[config.mk]
export PLATFORM = sky130hd
export DESIGN_NAME = bus_decoder_flat
export DESIGN_NICKNAME = d
export VERILOG_FILES = /design/src/verilog/soc_pkg.sv /design/src/verilog/mem_bus_if.sv /design/src/verilog/bus_decoder.sv /design/src/flat_wrapper.sv
export SDC_FILE = /design/constraint.sdc
export NUM_CORES = 1
export LEC_CHECK = 0
export BUFFER_PORTS_ARGS = -buffer_cell sky130_fd_sc_hd__buf_2
export CAP_MARGIN = 5
export CORE_AREA = 2 2 135 137
export DETAILED_ROUTE_END_ITERATION = 10
export DIE_AREA = 0 0 137 139
export GPL_ROUTABILITY_DRIVEN = 0
export PLACE_DENSITY = 0.41
export SLEW_MARGIN = 30
export SYNTH_ARGS = -nofsm -noshare
export SYNTH_HDL_FRONTEND = slang
export SYNTH_SLANG_ARGS = --single-unit
[constraint.sdc]
create_clock -name clk -period 2.8 [get_ports clk]
set_input_delay 0.28 -clock clk [delete_from_list [all_inputs] [get_ports clk]]
set_output_delay 0.28 -clock clk [all_outputs]
set_load 0.01 [all_outputs]
[src/verilog/soc_pkg.sv]
package soc_pkg;

   // Bus widths
   localparam int DATA_W = 32;
   localparam int ADDR_W = 16;
   localparam int STRB_W = 4;
   localparam int BYTE_W = DATA_W / STRB_W;

   // Slave select lives in the top address bits
   localparam int SEL_W   = 3;
   localparam int SEL_LSB = ADDR_W - SEL_W;

   // Slave indices, 5 to 7 unmapped
   localparam logic [SEL_W-1:0] SLV_REMAP = 3'd0;
   localparam logic [SEL_W-1:0] SLV_BOOT  = 3'd1;
   localparam logic [SEL_W-1:0] SLV_RAM   = 3'd2;
   localparam logic [SEL_W-1:0] SLV_UART  = 3'd3;
   localparam logic [SEL_W-1:0] SLV_SRST  = 3'd4;

   // UART word offsets, address bits [4:2]
   localparam int UART_OFS_W = 3;

   localparam logic [UART_OFS_W-1:0] UART_DIV     = 3'd0;
   localparam logic [UART_OFS_W-1:0] UART_TXDATA  = 3'd1;
   localparam logic [UART_OFS_W-1:0] UART_TXBUSY  = 3'd2;
   localparam logic [UART_OFS_W-1:0] UART_RXDATA  = 3'd3;
   localparam logic [UART_OFS_W-1:0] UART_RXVALID = 3'd4;

endpackage

[src/verilog/mem_bus_if.sv]
`timescale 1ns/10ps

interface mem_bus_if import soc_pkg::*; ();

   logic              valid;
   logic              ready;
   logic [ADDR_W-1:0] addr;
   logic [DATA_W-1:0] wdata;
   logic [STRB_W-1:0] wstrb;
   logic [DATA_W-1:0] rdata;

   // Zero strobe means read
   modport master (
      output valid, addr, wdata, wstrb,
      input  ready, rdata
   );

   modport slave (
      input  valid, addr, wdata, wstrb,
      output ready, rdata
   );

endinterface

[src/verilog/bus_decoder.sv]
`timescale 1ns/10ps

module bus_decoder import soc_pkg::*; (
   input  logic      clk,
   input  logic      reset,
   mem_bus_if.slave  cpu,
   mem_bus_if.master boot,
   mem_bus_if.master ram,
   mem_bus_if.master uart,
   output logic      cpu_reset
);

   logic             boot_flag;
   logic             srst_pulse;
   logic             srst_write;
   logic             local_ready;
   logic             local_sel;
   logic             cpu_write;
   logic [SEL_W-1:0] sel_raw;
   logic [SEL_W-1:0] sel;

   assign sel_raw   = cpu.addr[ADDR_W-1:SEL_LSB];
   assign cpu_write = |cpu.wstrb;

   // Region 0 follows the boot flag
   always_comb begin
      if (sel_raw == SLV_REMAP)
         sel = boot_flag ? SLV_BOOT : SLV_RAM;
      else
         sel = sel_raw;
   end

   // Reset register and unmapped regions are answered here
   assign local_sel = !(sel == SLV_BOOT || sel == SLV_RAM || sel == SLV_UART);

   assign boot.valid = cpu.valid && (sel == SLV_BOOT);
   assign boot.addr  = cpu.addr;
   assign boot.wdata = cpu.wdata;
   assign boot.wstrb = cpu.wstrb;

   assign ram.valid  = cpu.valid && (sel == SLV_RAM);
   assign ram.addr   = cpu.addr;
   assign ram.wdata  = cpu.wdata;
   assign ram.wstrb  = cpu.wstrb;

   assign uart.valid = cpu.valid && (sel == SLV_UART);
   assign uart.addr  = cpu.addr;
   assign uart.wdata = cpu.wdata;
   assign uart.wstrb = cpu.wstrb;

   always_comb begin
      case (sel)
         SLV_BOOT: begin
            cpu.ready = boot.ready;
            cpu.rdata = boot.rdata;
         end
         SLV_RAM: begin
            cpu.ready = ram.ready;
            cpu.rdata = ram.rdata;
         end
         SLV_UART: begin
            cpu.ready = uart.ready;
            cpu.rdata = uart.rdata;
         end
         default: begin
            cpu.ready = local_ready;
            cpu.rdata = '0;
         end
      endcase
   end

   always_ff @(posedge clk or posedge reset) begin
      if (reset)
         local_ready <= 1'b0;
      else
         local_ready <= cpu.valid && local_sel && !local_ready;
   end

   // Acked write to the reset register
   assign srst_write = local_ready && (sel == SLV_SRST) && cpu_write;

   always_ff @(posedge clk or posedge reset) begin
      if (reset) begin
         boot_flag  <= 1'b1;
         srst_pulse <= 1'b0;
      end else begin
         srst_pulse <= srst_write;
         if (srst_write)
            boot_flag <= 1'b0;
      end
   end

   assign cpu_reset = reset | srst_pulse;

endmodule

[src/flat_wrapper.sv]
// flat-port wrapper written by rule: the top's interface ports become plain ports
module bus_decoder_flat import soc_pkg::*;
  (clk, reset, cpu_reset, cpu_valid, cpu_addr, cpu_wdata, cpu_wstrb, cpu_ready, cpu_rdata, boot_valid, boot_addr, boot_wdata, boot_wstrb, boot_ready, boot_rdata, ram_valid, ram_addr, ram_wdata, ram_wstrb, ram_ready, ram_rdata, uart_valid, uart_addr, uart_wdata, uart_wstrb, uart_ready, uart_rdata);
  mem_bus_if cpu_i ();
  mem_bus_if boot_i ();
  mem_bus_if ram_i ();
  mem_bus_if uart_i ();
  input  logic clk;
  input  logic reset;
  output logic cpu_reset;
  input wire logic [$bits(cpu_i.valid)-1:0] cpu_valid;
  input wire logic [$bits(cpu_i.addr)-1:0] cpu_addr;
  input wire logic [$bits(cpu_i.wdata)-1:0] cpu_wdata;
  input wire logic [$bits(cpu_i.wstrb)-1:0] cpu_wstrb;
  output wire logic [$bits(cpu_i.ready)-1:0] cpu_ready;
  output wire logic [$bits(cpu_i.rdata)-1:0] cpu_rdata;
  output wire logic [$bits(boot_i.valid)-1:0] boot_valid;
  output wire logic [$bits(boot_i.addr)-1:0] boot_addr;
  output wire logic [$bits(boot_i.wdata)-1:0] boot_wdata;
  output wire logic [$bits(boot_i.wstrb)-1:0] boot_wstrb;
  input wire logic [$bits(boot_i.ready)-1:0] boot_ready;
  input wire logic [$bits(boot_i.rdata)-1:0] boot_rdata;
  output wire logic [$bits(ram_i.valid)-1:0] ram_valid;
  output wire logic [$bits(ram_i.addr)-1:0] ram_addr;
  output wire logic [$bits(ram_i.wdata)-1:0] ram_wdata;
  output wire logic [$bits(ram_i.wstrb)-1:0] ram_wstrb;
  input wire logic [$bits(ram_i.ready)-1:0] ram_ready;
  input wire logic [$bits(ram_i.rdata)-1:0] ram_rdata;
  output wire logic [$bits(uart_i.valid)-1:0] uart_valid;
  output wire logic [$bits(uart_i.addr)-1:0] uart_addr;
  output wire logic [$bits(uart_i.wdata)-1:0] uart_wdata;
  output wire logic [$bits(uart_i.wstrb)-1:0] uart_wstrb;
  input wire logic [$bits(uart_i.ready)-1:0] uart_ready;
  input wire logic [$bits(uart_i.rdata)-1:0] uart_rdata;
  assign cpu_i.valid = cpu_valid;
  assign cpu_i.addr = cpu_addr;
  assign cpu_i.wdata = cpu_wdata;
  assign cpu_i.wstrb = cpu_wstrb;
  assign cpu_ready = cpu_i.ready;
  assign cpu_rdata = cpu_i.rdata;
  assign boot_valid = boot_i.valid;
  assign boot_addr = boot_i.addr;
  assign boot_wdata = boot_i.wdata;
  assign boot_wstrb = boot_i.wstrb;
  assign boot_i.ready = boot_ready;
  assign boot_i.rdata = boot_rdata;
  assign ram_valid = ram_i.valid;
  assign ram_addr = ram_i.addr;
  assign ram_wdata = ram_i.wdata;
  assign ram_wstrb = ram_i.wstrb;
  assign ram_i.ready = ram_ready;
  assign ram_i.rdata = ram_rdata;
  assign uart_valid = uart_i.valid;
  assign uart_addr = uart_i.addr;
  assign uart_wdata = uart_i.wdata;
  assign uart_wstrb = uart_i.wstrb;
  assign uart_i.ready = uart_ready;
  assign uart_i.rdata = uart_rdata;
  bus_decoder u_core (.clk(clk), .reset(reset), .cpu(cpu_i), .boot(boot_i), .ram(ram_i), .uart(uart_i), .cpu_reset(cpu_reset));
endmodule
==> results.md <==
* Vias/cell at approximately 3.2
* Max Slew Vio Count at 0
* Clock buffers created by TritonCTS at 3
* # Post-CTS Setup Buffers at 0
* Net Count, Synth at between 400 and 500
* Root Driver: clkbuf_16
* Final Hold Vio Count at 0
* Total number of vias at ~1600
* Post-synth top area share at 58.2%
* Global-route wire length before repair at between 9 and 10 mm
* Max Clock Skew at 0.00192 ns
* Critical path type: reg2out
* Layout cells sized above 1 at 68.4%
* Worst hold start: cpu_valid
* Cell taking the most area after synthesis: buf_4
* Cells after Synth at 258
* Post-detail-place hpwl at between 5 and 6 mm
* Synth Register Bits at 3
* Row cnt at approximately 50
* Post-route ant nets at 0
* Initial antenna violation count at 0
* Layout fillers at 2092
* Post-cts resize count at 0
* Top cells by count, synth: buf_4, and2_0, a221o_1
* Syn_area_per_cell at ~8 µm²
* Ports at 347
* Synth warn at 0
* CTS tree: done
* Critical Path AT at 1.84 ns
* Crit path from: u_core.boot_flag
* PortBufs at about 170
* Clk_lat worst skew at approximately 0.22 ns
* DRT iter0 DRCs at 26
* Gr ovfl total at 0
* Clk buf depth at 2
* Antenna diodes at 0
* Ys flop type: dfrtp_1
* Tcrit/Tclk final at between 70 and 80%
* DRC viols at 0
* Initial Util at a little under an eighth
* Layout area overhead at -0.309%
* Post-CTS Hold Buffers at 1
* Pin count of the biggest net entering global routing at 33
* Area contributors post-synth: buf_4, a221o_1, and2_0
* Die span in y at approximately 140 µm
* Clock transition at path regs at 0.03 ns
* Top-count cell post-synth: buf_4
* Status: complete, no violations
* Crit. End Element: output port
* Hold Path End: u_core.local_ready
* Post-layout min period at around 2.1 ns
* Overall routing resource usage at under 10%
* Measured slew at the worst slew-check pin at 0.450 ns
* CP required at about 2.5 ns
* FF-to-FF Start: u_core.local_ready
* MaxCap Viol Count at 0
* Distinct cells, synth at 25
* Vias in the first global route at 1620
* Max VDD drop at about 0.00012 V
* Netlist Area Pre-Place at just over 2000 µm²
* Setup TNS at 0 ns
* Pwr per Cell Area at approximately 260 nW/µm²
* Core Area at roughly 18000 µm²
* Routed WL per cell at around 13 µm
* Sink Count at 3
* Critical R2R Capture: u_core.boot_flag
* Final-report setup violation count at 0
* Startpoint Class: flop
* Number of H-tree levels at 1
* Final wirelength at between 6 and 7 mm
* Hold_ws at 0.350 ns
* Leak at between 1 and 1.5 nW
* Die area at about 19000 µm²
* Seq/Total Area, Yosys at under 10%
* Nets@finish at 421
* RSZ-0062 raised after global routing: no
* Fmax achieved at about 470 MHz
* Hold Path Stages at 2
* Async S/R FF share, synth at 100%
* EDFF count, synth at 0
* FF-to-FF path depth at 3
* Slew Limit Headroom at between 60% and 70%
* Die X at between 100 and 150 µm
* Reg2reg setup slack at between 1.5 and 2 ns
* Hold/Removal Path Class: in2reg
* Count of TritonRoute iterations in the first routing pass at 3
* CP Max Fanout at 27
-- power by group --
group | internal, mW | total (mW) | switching (mW) | leakage (nW)
combinational | 0.134 | 0.256 | 0.122 | 0.952
clock | 0.188 | 0.230 | 0.0418 | 0.0382
sequential | 0.0447 | 0.0452 | 0.000514 | 0.0373
total | 0.367 | 0.531 | 0.164 | 1.03
-- worst max-delay path, cell delays in order, from the launching register on --
cell and delay [ns]:
dfstp_2 0.58, nor2_1 0.10, nor3_4 0.11, buf_4 0.31, buf_4 0.23, a221o_1 0.16
buf_2 0.12
-- metrics by stage --
step	power [mW]	util, %	area (µm²)	setup slack [ns]	instances
3_5_place_dp	0.307	10.9	1930	0.811	490
3_3_place_gp	0.309	10.9	1930	0.820	490
4_1_cts	0.543	11.4	2020	0.628	495
5_1_grt	0.571	11.4	2020	0.549	495
6_report	0.531	11.4	2020	0.676	495
2_1_floorplan	0.377	-	2020	1.31	258
-- layer usage --
layer / part of all wire [%] / wire (µm) / vias up / global-route usage [%]
met5: 0 / 0 / - / 0
met1: 38 / 2420 / 671 / 7.19
met2: 46 / 2910 / 103 / 10.3
met4: 4.5 / 284 / 0 / 3.47
li1: - / - / 736 / -
met3: 11 / 685 / 50 / 1.75
-- cell usage in the layout, fill, tap and decap left out, types with 3 or more instances in the layout --
| master | count |
|---|---|
| clkbuf_16 | 3 |
| and2_0 | 31 |
| a221o_1 | 29 |
| buf_2 | 166 |
| and2_1 | 3 |
-- worst max-delay path by stage --
| stage | end | slack (ns) | cells after the start |
|---|---|---|---|
| 2_1_floorplan | cpu_rdata[10] | 1.31 | 4 |
| 3_3_place_gp | cpu_rdata[20] | 0.82 | 6 |
| 3_5_place_dp | cpu_rdata[13] | 0.81 | 7 |
| 4_1_cts | cpu_rdata[13] | 0.63 | 6 |
| 5_1_grt | cpu_rdata[13] | 0.55 | 6 |
| 6_report | cpu_rdata[13] | 0.68 | 6 |
-- logic make-up after synthesis --
logic type | after synthesis | share of synthesized area (%)
buffers and inverters | 168 | 62.7
and+or+nand+nor | 49 | 15.1
AOI/OAI and AO/OA | 36 | 17.3
DFF | 3 | 3.77
muxes | 2 | 1.11
-- flip-flops by register name (all words and copies together) (netlist names) --
signal,cells
u_core.boot_flag,1
u_core.local_ready,1
u_core.srst_pulse,1
-- area by class of cell --
class	instances	area [µm²]	area share, %
Inverter	2	7.51	0.372
Sequential cell	3	76.3	3.78
Multi-Input combinational cell	87	693	34.3
Clock buffer	4	78.8	3.91
Timing Repair Buffer	170	876	43.4
Tap cell	229	287	14.2
(Power assumes the default switching activity.)
