===== src/verilog/soc_pkg.sv =====
package soc_pkg;

   // Bus widths
   localparam int DATA_W = 32;
   localparam int ADDR_W = 16;
   localparam int STRB_W = 4;
   localparam int BYTE_W = DATA_W / STRB_W;

   // Slave select lives in the top address bits
   localparam int SEL_W   = 3;
   localparam int SEL_LSB = ADDR_W - SEL_W;

   // Slave indices, 5 to 7 unmapped
   localparam logic [SEL_W-1:0] SLV_REMAP = 3'd0;
   localparam logic [SEL_W-1:0] SLV_BOOT  = 3'd1;
   localparam logic [SEL_W-1:0] SLV_RAM   = 3'd2;
   localparam logic [SEL_W-1:0] SLV_UART  = 3'd3;
   localparam logic [SEL_W-1:0] SLV_SRST  = 3'd4;

   // UART word offsets, address bits [4:2]
   localparam int UART_OFS_W = 3;

   localparam logic [UART_OFS_W-1:0] UART_DIV     = 3'd0;
   localparam logic [UART_OFS_W-1:0] UART_TXDATA  = 3'd1;
   localparam logic [UART_OFS_W-1:0] UART_TXBUSY  = 3'd2;
   localparam logic [UART_OFS_W-1:0] UART_RXDATA  = 3'd3;
   localparam logic [UART_OFS_W-1:0] UART_RXVALID = 3'd4;

endpackage


===== src/verilog/mem_bus_if.sv =====
`timescale 1ns/10ps

interface mem_bus_if import soc_pkg::*; ();

   logic              valid;
   logic              ready;
   logic [ADDR_W-1:0] addr;
   logic [DATA_W-1:0] wdata;
   logic [STRB_W-1:0] wstrb;
   logic [DATA_W-1:0] rdata;

   // Zero strobe means read
   modport master (
      output valid, addr, wdata, wstrb,
      input  ready, rdata
   );

   modport slave (
      input  valid, addr, wdata, wstrb,
      output ready, rdata
   );

endinterface


===== src/verilog/uart_core.sv =====
`timescale 1ns/10ps

module uart_core import soc_pkg::*; (
   input  logic     clk,
   input  logic     reset,
   mem_bus_if.slave bus,
   output logic     txd,
   output logic     rts,
   input  logic     rxd,
   input  logic     cts
);

   localparam int               DIV_W     = 16;
   localparam logic [DIV_W-1:0] DIV_RESET = 16'd15;

   logic [UART_OFS_W-1:0] reg_ofs;
   logic                  access;
   logic                  wr_en;
   logic                  rd_en;
   logic [DIV_W-1:0]      div;

   logic                  tx_pending;
   logic                  tx_active;
   logic                  tx_busy;
   logic                  tx_load;
   logic [7:0]            tx_buf;
   logic [9:0]            tx_shift;
   logic [DIV_W-1:0]      tx_cnt;
   logic [3:0]            tx_bit;

   logic [2:0]            rxd_sync;
   logic                  rx_in;
   logic                  rx_fall;
   logic                  rx_active;
   logic                  rx_sample;
   logic                  rx_done;
   logic [DIV_W-1:0]      rx_cnt;
   logic [3:0]            rx_bit;
   logic [7:0]            rx_shift;
   logic [7:0]            rx_buf;
   logic                  rx_valid;

   assign reg_ofs = bus.addr[4:2];
   assign access  = bus.valid && !bus.ready;
   assign wr_en   = access && (bus.wstrb != '0);
   assign rd_en   = access && (bus.wstrb == '0);

   always_ff @(posedge clk or posedge reset) begin
      if (reset) begin
         bus.ready <= 1'b0;
         div       <= DIV_RESET;
      end else begin
         bus.ready <= access;
         if (wr_en && reg_ofs == UART_DIV)
            div <= bus.wdata[DIV_W-1:0];
      end
   end

   always_ff @(posedge clk) begin
      if (rd_en) begin
         case (reg_ofs)
            UART_DIV:     bus.rdata <= DATA_W'(div);
            UART_TXDATA:  bus.rdata <= DATA_W'(tx_buf);
            UART_TXBUSY:  bus.rdata <= DATA_W'(tx_busy);
            UART_RXDATA:  bus.rdata <= DATA_W'(rx_buf);
            UART_RXVALID: bus.rdata <= DATA_W'(rx_valid);
            default:      bus.rdata <= '0;
         endcase
      end
   end

   // Transmitter, writes while busy are dropped
   assign tx_busy = tx_pending || tx_active;
   assign tx_load = wr_en && (reg_ofs == UART_TXDATA) && !tx_busy;

   always_ff @(posedge clk) begin
      if (tx_load)
         tx_buf <= bus.wdata[7:0];
   end

   always_ff @(posedge clk or posedge reset) begin
      if (reset) begin
         tx_pending <= 1'b0;
         tx_active  <= 1'b0;
         tx_shift   <= '1;
         tx_cnt     <= '0;
         tx_bit     <= '0;
      end else if (tx_active) begin
         if (tx_cnt >= div) begin
            tx_cnt   <= '0;
            tx_shift <= {1'b1, tx_shift[9:1]};
            tx_bit   <= tx_bit + 4'd1;
            // Stop bit done
            if (tx_bit == 4'd9)
               tx_active <= 1'b0;
         end else begin
            tx_cnt <= tx_cnt + 1'b1;
         end
      end else if (tx_pending && cts) begin
         tx_pending <= 1'b0;
         tx_active  <= 1'b1;
         tx_shift   <= {1'b1, tx_buf, 1'b0};
         tx_cnt     <= '0;
         tx_bit     <= '0;
      end else if (tx_load) begin
         tx_pending <= 1'b1;
      end
   end

   assign txd = tx_shift[0];

   // Receiver
   always_ff @(posedge clk or posedge reset) begin
      if (reset)
         rxd_sync <= '1;
      else
         rxd_sync <= {rxd_sync[1:0], rxd};
   end

   assign rx_in     = rxd_sync[1];
   assign rx_fall   = rxd_sync[2] && !rxd_sync[1];
   assign rx_sample = rx_active && (rx_cnt == '0);
   assign rx_done   = rx_sample && (rx_bit == 4'd9) && rx_in;

   always_ff @(posedge clk or posedge reset) begin
      if (reset) begin
         rx_active <= 1'b0;
         rx_cnt    <= '0;
         rx_bit    <= '0;
         rx_valid  <= 1'b0;
      end else begin
         if (!rx_active) begin
            if (rx_fall) begin
               // First sample lands mid start bit
               rx_active <= 1'b1;
               rx_cnt    <= div >> 1;
               rx_bit    <= '0;
            end
         end else if (rx_cnt != '0) begin
            rx_cnt <= rx_cnt - 1'b1;
         end else begin
            rx_cnt <= div;
            rx_bit <= rx_bit + 4'd1;
            // Start bit gone high again is a glitch
            if ((rx_bit == 4'd0 && rx_in) || rx_bit == 4'd9)
               rx_active <= 1'b0;
         end

         if (rx_done)
            rx_valid <= 1'b1;
         else if (rd_en && reg_ofs == UART_RXDATA)
            rx_valid <= 1'b0;
      end
   end

   always_ff @(posedge clk) begin
      if (rx_sample && rx_bit >= 4'd1 && rx_bit <= 4'd8)
         rx_shift <= {rx_in, rx_shift[7:1]};
      if (rx_done)
         rx_buf <= rx_shift;
   end

   // Full buffer holds off the sender
   assign rts = !rx_valid;

endmodule


===== src/flat_wrapper.sv =====
// flat-port wrapper written by rule: the top's interface ports become plain ports
module uart_core_flat import soc_pkg::*;
  (clk, reset, txd, rts, rxd, cts, bus_valid, bus_addr, bus_wdata, bus_wstrb, bus_ready, bus_rdata);
  mem_bus_if bus_i ();
  input  logic clk;
  input  logic reset;
  output logic txd;
  output logic rts;
  input  logic rxd;
  input  logic cts;
  input wire logic [$bits(bus_i.valid)-1:0] bus_valid;
  input wire logic [$bits(bus_i.addr)-1:0] bus_addr;
  input wire logic [$bits(bus_i.wdata)-1:0] bus_wdata;
  input wire logic [$bits(bus_i.wstrb)-1:0] bus_wstrb;
  output wire logic [$bits(bus_i.ready)-1:0] bus_ready;
  output wire logic [$bits(bus_i.rdata)-1:0] bus_rdata;
  assign bus_i.valid = bus_valid;
  assign bus_i.addr = bus_addr;
  assign bus_i.wdata = bus_wdata;
  assign bus_i.wstrb = bus_wstrb;
  assign bus_ready = bus_i.ready;
  assign bus_rdata = bus_i.rdata;
  uart_core u_core (.clk(clk), .reset(reset), .bus(bus_i), .txd(txd), .rts(rts), .rxd(rxd), .cts(cts));
endmodule

===== config.mk =====
export PLATFORM = sky130hd
export DESIGN_NAME = uart_core_flat
export DESIGN_NICKNAME = d
export VERILOG_FILES = /design/src/verilog/soc_pkg.sv /design/src/verilog/mem_bus_if.sv /design/src/verilog/uart_core.sv /design/src/flat_wrapper.sv
export SDC_FILE = /design/constraint.sdc
export NUM_CORES = 1
export LEC_CHECK = 0
export ABC_AREA = 1
export BUFFER_PORTS_ARGS = -buffer_cell sky130_fd_sc_hd__clkbuf_2
export CORE_ASPECT_RATIO = 0.6
export CORE_MARGIN = 5
export CORE_UTILIZATION = 55
export CTS_CLUSTER_SIZE = 8
export DETAILED_ROUTE_END_ITERATION = 8
export GPL_ROUTABILITY_DRIVEN = 0
export PLACE_DENSITY = 0.89
export SLEW_MARGIN = 20
export SYNTH_ARGS = -nofsm -noshare
export SYNTH_HDL_FRONTEND = slang
export SYNTH_SLANG_ARGS = --single-unit

===== constraint.sdc =====
create_clock -name clk -period 3 [get_ports clk]
set_input_delay 0.15 -clock clk [delete_from_list [all_inputs] [get_ports clk]]
set_output_delay 0.15 -clock clk [all_outputs]
set_load 0.1 [all_outputs]

==> results of run 1 <==
==> kinds of logic (layout without fill, tap and decap cells) <==
| logic type | count (synthesis) | after routing |
|---|---|---|
| xor+xnor | 18 | 18 |
| other cells | 1 | 16 |
| simple gates | 275 | 275 |
| buf+inv | 119 | 194 |
| compound gates | 101 | 101 |
| flops | 113 | 113 |
| fa+ha+maj | 25 | 25 |
==> cells in the final DEF (no fill, tap or decap), types with 13 or more instances in the layout <==
cell type	n
dfrtp_1	57
nand2_1	150
conb_1	16
edfxtp_1	40
xor2_1	15
o21ai_0	46
o22ai_1	19
ha_1	25
clkbuf_2	46
dfstp_2	16
dlygate4sd3_1	19
inv_1	84
a21oi_1	13
clkbuf_16	17
nor2_1	38
nand3_1	51
==> per-layer routing <==
metal	track usage (%)	wire (um)	vias to the layer above
li1	-	-	2304
met1	32.84	6148	2331
met2	39.59	7215	253
met3	4.656	1269	20
met4	6.975	188	0
met5	0	0	-
==> worst register-to-register path, cell delays in order, from the launching register on <==
cell and delay, ns:
dfrtp_1 0.42, inv_1 0.13, ha_1 0.21, nand3_2 0.14, nor2_8 0.23, nand2_4 0.20, nor2_8 0.17, inv_4 0.07
nor3_4 0.37
==> registers in the layout (all words and copies together), names as in the netlist <==
signal	count
u_core.bus.rdata	16
u_core.bus.ready	1
u_core.div	16
u_core.rx_active	1
u_core.rx_bit	4
u_core.rx_buf	8
u_core.rx_cnt	16
u_core.rx_shift	8
u_core.rx_valid	1
u_core.rxd_sync	3
u_core.tx_active	1
u_core.tx_bit	4
u_core.tx_buf	8
u_core.tx_cnt	16
u_core.tx_pending	1
u_core.tx_shift	9
==> area by class of cell <==
cell class	count	area (um2)	share of cell area, %
Sequential cell	113	3048	43.28
Timing Repair Buffer	74	488.0	6.928
Tap cell	139	173.9	2.469
Clock inverter	15	170.2	2.416
Multi-Input combinational cell	435	2405	34.14
Clock buffer	17	425.4	6.040
Inverter	88	332.8	4.726
==> power groups by stage <==
stage,combinational (W),clock [W],sequential (W)
3_3_place_gp,0.00123,0,0.00208
5_1_grt,0.00156,0.00213,0.00211
6_report,0.00137,0.00205,0.00208
2_1_floorplan,0.00103,0,0.00208
3_5_place_dp,0.00131,0,0.00209
4_1_cts,0.00136,0.00205,0.00207
==> per-stage QoR <==
stage               util [%]  total power (W)  area [um2]  cells
floorplan                  -         0.003103        5972    667
global placement       59.46         0.003302        6257    830
detailed placement     59.46         0.003409        6257    830
CTS                    66.93         0.005487        7043    881
global route           66.93         0.005794        7043    881
finish                 66.93         0.005502        7043    881
==> how the worst max path moves through the flow <==
stage                       end  cells after the start  slack [ns]        startpoint
3_3_place_gp   u_core.rx_buf[4]                      8        0.85  u_core.rx_cnt[0]
3_5_place_dp   u_core.rx_buf[4]                      8        0.72  u_core.rx_cnt[0]
2_1_floorplan   u_core.rx_valid                      3        0.39  u_core.bus.ready
5_1_grt        u_core.rx_buf[5]                      8        0.55  u_core.rx_cnt[0]
4_1_cts        u_core.rx_buf[5]                      8        0.70  u_core.rx_cnt[0]
6_report       u_core.rx_buf[5]                      8        0.70  u_core.rx_cnt[0]
==> reports/results.ini, run 1 <==
[layout]
syn2layout_area_growth_pct=19.06
drive_gt1_share_pct=16.85
fill_cells=787
fin_nets=811
antennaDiodeCount=0

[worst_setup_path]
cp_cell_sequence=inv_1, ha_1, nand3_2, nor2_8, nand2_4, nor2_8, inv_4, nor3_4
arrival_ns=2.37
cp_num_buf_inv=2
crit_slowest_cell=dfrtp_1
critPathCaptureType=flip-flop
cp_max_fo=17
worst_ep_required_time_ns=3.06
reg2regPathDepth=8
crit_family=simple AND/OR/NAND/NOR gates
rr_startpoint=u_core.rx_cnt[0]
critical_path_class=flip-flop to flip-flop
cp-start-kind=flip-flop
r2r_end=u_core.rx_buf[5]
crit_path_max_incr_delay_ns=0.42
cpMostUsedCell=nor2_8
r2r_setup_slack_ns=0.70

[yosys]
syn_area_um2=5916
yosysWarnings=0
synthSimpleGateAreaFrac_pct=21.45
synth_area_leader_cell=dfrtp_1
yosysSeqAreaShare_pct=51.52
synth.ff_latch_count=113
syn-mean-instance-area_um2=9.073
synth_fa_ha_area_share_pct=5.288
synthCells=652
synth_compound_area_share_pct=10.11
synth_mux_area_share_pct=0
synth.most_common_cell=nand2_1
synth-edff-count=40
synth_ff_type=dfrtp_1
synthTopCellsByCount=150 x nand2_1, 85 x inv_1, 57 x dfrtp_1
synth_xor_area_share_pct=2.665
synth_top_family_by_area=simple AND/OR/NAND/NOR gates
async_reset_ff_share_pct=64.60
synth.area.top_cells=dfrtp_1 24%, edfxtp_1 20%, nand2_1 9.5%
synth_top_area_share_pct=24.11
yosysUniqueCellTypes=41

[worst_hold_path]
min_path_cells=3
hp-class=primary input to flip-flop
hp-start=cts
whs_endpoint=u_core.tx_pending

[pwr]
power_density_nw_per_um2=781.2
p_sw_w=0.001944
p_int_w=0.003558
p_sw_share_pct=35.33
p_clk_share_pct=37.2
seq_power_share_pct=37.8
power_frac_comb_pct=25.0
leakage_nw=3.253
ir_worst_vdd_mv=0.5041

[die]
core.rowCount=29
initial_core_util_pct=56.22
io_pins=92
fp.dieArea_um2=13000
core_area_um2=10520
die_w_um=143.9
die_h_um=90.34

[placed_design]
post-place-ws_ns=0.7232
place_hpwl_mm=10.04
io_buffers=46

[global_routing]
antenna_found_initial=0
grtUsageTotal_pct=24.19
grt_overflow_total=0
grt_pass1_wl_mm=24.80
grt_pass1_vias=4983
grt_max_degree=42

[route]
drt-vias-per-instance=5.571
wl_per_cell_um=16.82
drt.antenna.violating_nets=0
first_pass_iters=5
drtIter0Drc=486
vias=4908
routed_wl_mm=14.82
drc=0

[timing]
hold_violations=0
tns_ns=0
worstMarginPinSlew_ns=0.8938
setup_viol=0
min_period_ns=2.305
timing.final.crit_share_pct=76.82
rsz0062_at_grt=no
slew_viol_final=0
hold_ws_ns=0.01298
fmax_mhz=433.9
fin_skew_ns=0.008527
slew_headroom_pct=40.33
layout_setup_ws_ns=0.6954

[status]
status=completed

[clock_tree]
clk_latency_ns=0.42
cts_sinks=113
cts_resized=0
cts_hold_buffers=19
clkTransAtPathRegs_ns=0.06
postCtsSetupBuffers=0
cts_buffer_depth=2
cts_tree=done
ctsHtreeMaxLevel=4
cts_buffers=17
clockRootBuffer=clkbuf_16

[flow_run]
maxCapViolCount=0

No activity file was read; power rests on OpenSTA's default activity.
==> run 2: changes to the inputs <==
==> constraint.sdc (replaced) <==
create_clock -name clk -period 2.35 [get_ports clk]
set_input_delay 0.1175 -clock clk [delete_from_list [all_inputs] [get_ports clk]]
set_output_delay 0.1175 -clock clk [all_outputs]
set_load 0.1 [all_outputs]
==> reports/results.ini, run 2 (same netlist as run 1, synthesis figures left out) <==
[status]
status=completed

[pwr]
power_frac_comb_pct=24.6  ; -0.4 points
p_int_w=0.004782  ; +34%
power_density_nw_per_um2=1016  ; +30%
leakage_nw=3.326  ; +2.2%
p_clk_share_pct=38.9  ; +1.7 points
p_sw_w=0.002504  ; +29%
power_w=0.007285  ; +32%
seq_power_share_pct=36.5  ; -1.3 points
ir_worst_vdd_mv=0.6924  ; +37%
p_sw_share_pct=34.36  ; -0.96 points

[layout]
syn2layout_area_growth_pct=21.17
fill_cells=786  ; -0.13%
drive_gt1_share_pct=17.60  ; +0.75 points
fin_nets=819  ; +0.99%
antennaDiodeCount=0  ; unchanged
final_cell_mix=150 x nand2_1, 84 x inv_1, 57 x dfrtp_1
final_common_cell=nand2_1

[worst_hold_path]
hp-class=primary input to flip-flop
whs_endpoint=u_core.bus.rdata[0]
min_path_cells=3  ; unchanged
hp-start=bus_addr[4]

[timing]
fmax_mhz=463.3  ; +6.8%
rsz0062_at_grt=no
slew_viol_final=0  ; unchanged
fin_skew_ns=0.01112  ; +0.002591 ns
hold_violations=0  ; unchanged
tns_ns=0  ; unchanged
timing.final.crit_share_pct=91.85  ; +15 points
slew_headroom_pct=63.46  ; +23 points
worstMarginPinSlew_ns=0.5504  ; -0.3434 ns
setup_viol=0  ; unchanged
layout_setup_ws_ns=0.1915  ; -0.5039 ns
min_period_ns=2.158  ; -0.1461 ns

[flow_run]
maxCapViolCount=0  ; unchanged

[worst_setup_path]
worst_ep_required_time_ns=2.41  ; -0.65 ns
rr_startpoint=u_core.rx_cnt[0]
cp_max_fo=10  ; -7
r2r_setup_slack_ns=0.19  ; -0.50 ns
critical_path_class=flip-flop to flip-flop
arrival_ns=2.22  ; -0.15 ns
critPathCaptureType=flip-flop
cp_cell_sequence=inv_1, ha_1, nand3_2, nor2_8, nand2_4, nor2_8, inv_4, nor3_4
crit_slowest_cell=dfrtp_1
r2r_end=u_core.rx_buf[5]
reg2regPathDepth=8  ; unchanged
cp-start-kind=flip-flop
cpMostUsedCell=nor2_8
crit_path_max_incr_delay_ns=0.41  ; about the same

[global_routing]
busiest_layer=met2
grt_pass1_wl_mm=24.98  ; +0.73%
met2_usage_pct=38.93  ; -0.66 points
met1_usage_pct=31.68  ; -1.2 points
grtUsageTotal_pct=24.49  ; +0.30 points
antenna_found_initial=0  ; unchanged
grt_pass1_vias=5121  ; +2.8%
grt_overflow_total=0  ; unchanged
grt_max_degree=74  ; +76%
grt_use_met3_pct=6.402  ; +1.7 points

[placed_design]
place_hpwl_mm=10.04  ; about the same
io_buffers=46  ; unchanged
post-place-ws_ns=0.2721  ; -0.4511 ns

[die]
die_h_um=90.34  ; unchanged
core_area_um2=10520  ; unchanged
core.rowCount=29  ; unchanged
fp.dieArea_um2=13000  ; unchanged
initial_core_util_pct=56.22  ; unchanged
io_pins=92  ; unchanged
die_w_um=143.9  ; unchanged

[clock_tree]
cts_sinks=113  ; unchanged
ctsHtreeMaxLevel=4  ; unchanged
cts_tree=done
cts_buffer_depth=2  ; unchanged
cts_buffers=17  ; unchanged
clkTransAtPathRegs_ns=0.06  ; about the same
clockRootBuffer=clkbuf_16
postCtsSetupBuffers=0  ; unchanged
clk_latency_ns=0.42  ; about the same

[route]
vias=5041  ; +2.7%
drc=0  ; unchanged
drt-vias-per-instance=5.670  ; +1.8%
routed_wl_mm=15.13  ; +2.1%
first_pass_iters=5  ; unchanged
drtIter0Drc=534  ; +9.9%
wl_per_cell_um=17.02  ; +1.2%
drt.antenna.violating_nets=0  ; unchanged

==> run 2: metrics by stage <==
| stage | hold WS [ns] | util [%] | cells | instance area, um2 |
|---|---|---|---|---|
| after floorplan | 0.1220 | - | 667 | 5977 |
| after global placement | 0.2069 | 60.08 | 837 | 6322 |
| after detailed placement | 0.2097 | 60.08 | 837 | 6322 |
| after CTS | 0.1311 | 68.12 | 889 | 7168 |
| after global routing | 0.1577 | 68.12 | 889 | 7168 |
| final | 0.1439 | 68.12 | 889 | 7168 |
==> run 2: critical path, delay by kind of cell (launching register included) <==
kind,cells,cell delay (ns)
adders and majority gates,1,0.20
and+or+nand+nor,5,0.98
buffers and inverters,2,0.20
DFF,1,0.41
==> run 2: layout make-up <==
class                           count  area (um2)  area share, %
Multi-Input combinational cell    435        2405          33.55
Clock inverter                     15       220.2          3.072
Sequential cell                   113        3048          42.52
Timing Repair Buffer               82       563.0          7.855
Inverter                           88       332.8          4.643
Clock buffer                       17       425.4          5.935
Tap cell                          139       173.9          2.426
==> run 2: what timing repair did <==
item | 4_1_cts | 5_1_grt
endpoints found under the hold margin | 84 | 0
gates resized for setup | 0 | 0
endpoints found under the setup margin | 0 | 0
hold buffers | 20 | 0
==> run 2: worst max-delay path by stage <==
stage | startpoint | to | slack, ns | cells after the start
after global routing | u_core.div[3] | u_core.tx_cnt[14] | 0.03 | 12
after floorplan | u_core.rx_cnt[0] | u_core.rx_shift[0] | 0.11 | 8
after global placement | u_core.rx_cnt[0] | u_core.rx_buf[4] | 0.34 | 8
after CTS | u_core.rx_cnt[0] | u_core.rx_buf[5] | 0.22 | 8
final | u_core.rx_cnt[0] | u_core.rx_buf[5] | 0.19 | 8
after detailed placement | u_core.rx_cnt[0] | u_core.rx_buf[4] | 0.27 | 8
==> run 2: power groups by stage <==
stage          Combinational (W)  Clock (W)  Sequential [W]
6_report                 0.00179    0.00284         0.00266
5_1_grt                  0.00200    0.00295         0.00269
4_1_cts                  0.00177    0.00285         0.00265
3_5_place_dp             0.00170          0         0.00267
3_3_place_gp             0.00159          0         0.00265
2_1_floorplan            0.00131          0         0.00265
==> run 2: routing by layer <==
layer  vias up  wire [um]  share of wire [%]
met5         -          0                  0
li1       2318          -                  -
met4         0        374                2.5
met2       270       7239                 48
met1      2411       6248                 41
met3        42       1272                8.4
==> run 3: changes to the inputs <==
--- a/config.mk
+++ b/config.mk
@@ -14,6 +14,7 @@
 export DETAILED_ROUTE_END_ITERATION = 8
 export GPL_ROUTABILITY_DRIVEN = 0
 export PLACE_DENSITY = 0.89
+export RECOVER_POWER = 25
 export SLEW_MARGIN = 20
 export SYNTH_ARGS = -nofsm -noshare
 export SYNTH_HDL_FRONTEND = slang
==> reports/results.ini, run 3 (same netlist as run 1, synthesis figures left out) <==
[layout]
final_area_um2=7143  ; -0.35%
syn2layout_area_growth_pct=20.75
final_cell_mix=150 x nand2_1, 85 x inv_1, 57 x dfrtp_1
drive_gt1_share_pct=16.27  ; -1.3 points
final_common_cell=nand2_1
antennaDiodeCount=0  ; unchanged
fin_nets=819  ; unchanged

[global_routing]
grt_overflow_total=0  ; unchanged
antenna_found_initial=0  ; unchanged
grt_max_degree=74  ; unchanged
grtUsageTotal_pct=24.49  ; unchanged
grt_pass1_vias=5121  ; unchanged
grt_pass1_wl_mm=24.98  ; unchanged

[route]
wl_per_cell_um=17.03  ; about the same
first_pass_iters=7  ; +2
drc=0  ; unchanged
vias=5030  ; -0.22%
drt-vias-per-instance=5.658  ; -0.22%
drt.antenna.violating_nets=0  ; unchanged
drtIter0Drc=488  ; -8.6%
routed_wl_mm=15.14  ; about the same

[timing]
fin_skew_ns=0.01139  ; +0.0002725 ns
min_period_ns=2.152  ; -0.006674 ns
rsz0062_at_grt=no
slew_viol_final=74  ; +74
fmax_mhz=464.7  ; +0.31%
timing.final.crit_share_pct=91.57  ; -0.28 points
hold_ws_ns=0.1473  ; +0.003393 ns
setup_viol=0  ; unchanged
slew_headroom_pct=-11.20  ; -75 points
worstMarginPinSlew_ns=1.668  ; +1.118 ns
hold_violations=0  ; unchanged
tns_ns=0  ; unchanged

[clock_tree]
cts_buffers=17  ; unchanged
cts_resized=0  ; unchanged
clk_latency_ns=0.42  ; about the same
cts_sinks=113  ; unchanged
cts_tree=done
ctsHtreeMaxLevel=4  ; unchanged
cts_hold_buffers=20  ; unchanged
clkTransAtPathRegs_ns=0.06  ; about the same
postCtsSetupBuffers=0  ; unchanged
clockRootBuffer=clkbuf_16
cts_buffer_depth=2  ; unchanged

[worst_setup_path]
critPathCaptureType=flip-flop
crit_family=simple AND/OR/NAND/NOR gates
critical_path_class=flip-flop to flip-flop
r2r_setup_slack_ns=0.20  ; about the same
cpMostUsedCell=nor2_8
crit_path_max_incr_delay_ns=0.41  ; about the same
cp_num_buf_inv=2  ; unchanged
cp-start-kind=flip-flop
cp_cell_sequence=inv_1, ha_1, nand3_2, nor2_8, nand2_4, nor2_8, inv_4, nor3_4
arrival_ns=2.21  ; about the same
worst_ep_required_time_ns=2.41  ; about the same
cp_max_fo=10  ; unchanged
crit_slowest_cell=dfrtp_1

[status]
status=complete, but fails checks
violations=max-capacitance violations, max-slew violations

[die]
io_pins=92  ; unchanged
die_h_um=90.34  ; unchanged
fp.dieArea_um2=13000  ; unchanged
core_area_um2=10520  ; unchanged
die_w_um=143.9  ; unchanged
initial_core_util_pct=56.22  ; unchanged
core.rowCount=29  ; unchanged

[flow_run]
maxCapViolCount=1  ; +1

[pwr]
leakage_nw=3.297  ; -0.86%
ir_worst_vdd_mv=0.6952  ; +0.41%
power_density_nw_per_um2=1020  ; +0.33%

[placed_design]
placed_area_um2=6322  ; unchanged
place_hpwl_mm=10.04  ; unchanged
io_buffers=46  ; unchanged

[worst_hold_path]
hp-class=primary input to flip-flop

run 3: cell types whose count changed in the layout (fill, tap and decap cells not counted):
| cell | previous run | this run |
|---|---|---|
| clkbuf_1 | 0 | 8 |
| clkbuf_2 | 46 | 38 |
| buf_12 | 1 | 0 |
| buf_2 | 0 | 1 |
| dfstp_1 | 0 | 1 |
| dfstp_2 | 16 | 15 |
| inv_1 | 84 | 85 |
| inv_2 | 1 | 0 |
run 3: path summary, 6_finish.rpt:
path / from / endpoint / depth (start not counted)
max in group asynchronous: reset / u_core.div[14] / 4
max: u_core.rx_cnt[0] / u_core.rx_buf[5] / 8
max reg2reg: u_core.rx_cnt[0] / u_core.rx_buf[5] / 8
min in group asynchronous: reset / u_core.rx_cnt[8] / 4
min: bus_addr[4] / u_core.bus.rdata[0] / 3
min reg2reg: u_core.rxd_sync[0] / u_core.rxd_sync[1] / 0
run 3: area by class of cell:
class	instances	area, um2
Tap cell	139	173.9
Clock buffer	17	425.4
Inverter	88	332.8
Clock inverter	15	220.2
Multi-Input combinational cell	435	2405
Sequential cell	113	3048
Timing Repair Buffer	82	538.0
Fill cell	792	3379
run 3: per-stage QoR:
step	worst slack (ns)	total power (W)	instances	utilization, %
2_1_floorplan	0.1060	0.003962	667	-
3_3_place_gp	0.3390	0.004243	837	60.08
3_5_place_dp	0.2721	0.004374	837	60.08
4_1_cts	0.2160	0.007263	889	68.12
5_1_grt	0.02500	0.007638	889	67.88
6_report	0.1982	0.007284	889	67.88
run 3: tightest hold or removal path, cell delays in order:
cell	delay, ns
clkbuf_2	0.12
nand3_1	0.09
o2111ai_1	0.12
run 3: routing by layer:
| metal | global-route usage, % | part of all wire (%) | up-vias |
|---|---|---|---|
| met5 | 0 | 0 | - |
| li1 | - | - | 2313 |
| met1 | 31.68 | 41 | 2411 |
| met3 | 6.402 | 8.8 | 49 |
| met4 | 10.50 | 2.7 | 0 |
| met2 | 38.93 | 47 | 257 |
run 3: power breakdown:
part	switching (W)	internal [W]	total, W
combinational	0.00118	0.000601	0.00179
clock	0.00103	0.00181	0.00284
sequential	0.000295	0.00236	0.00266
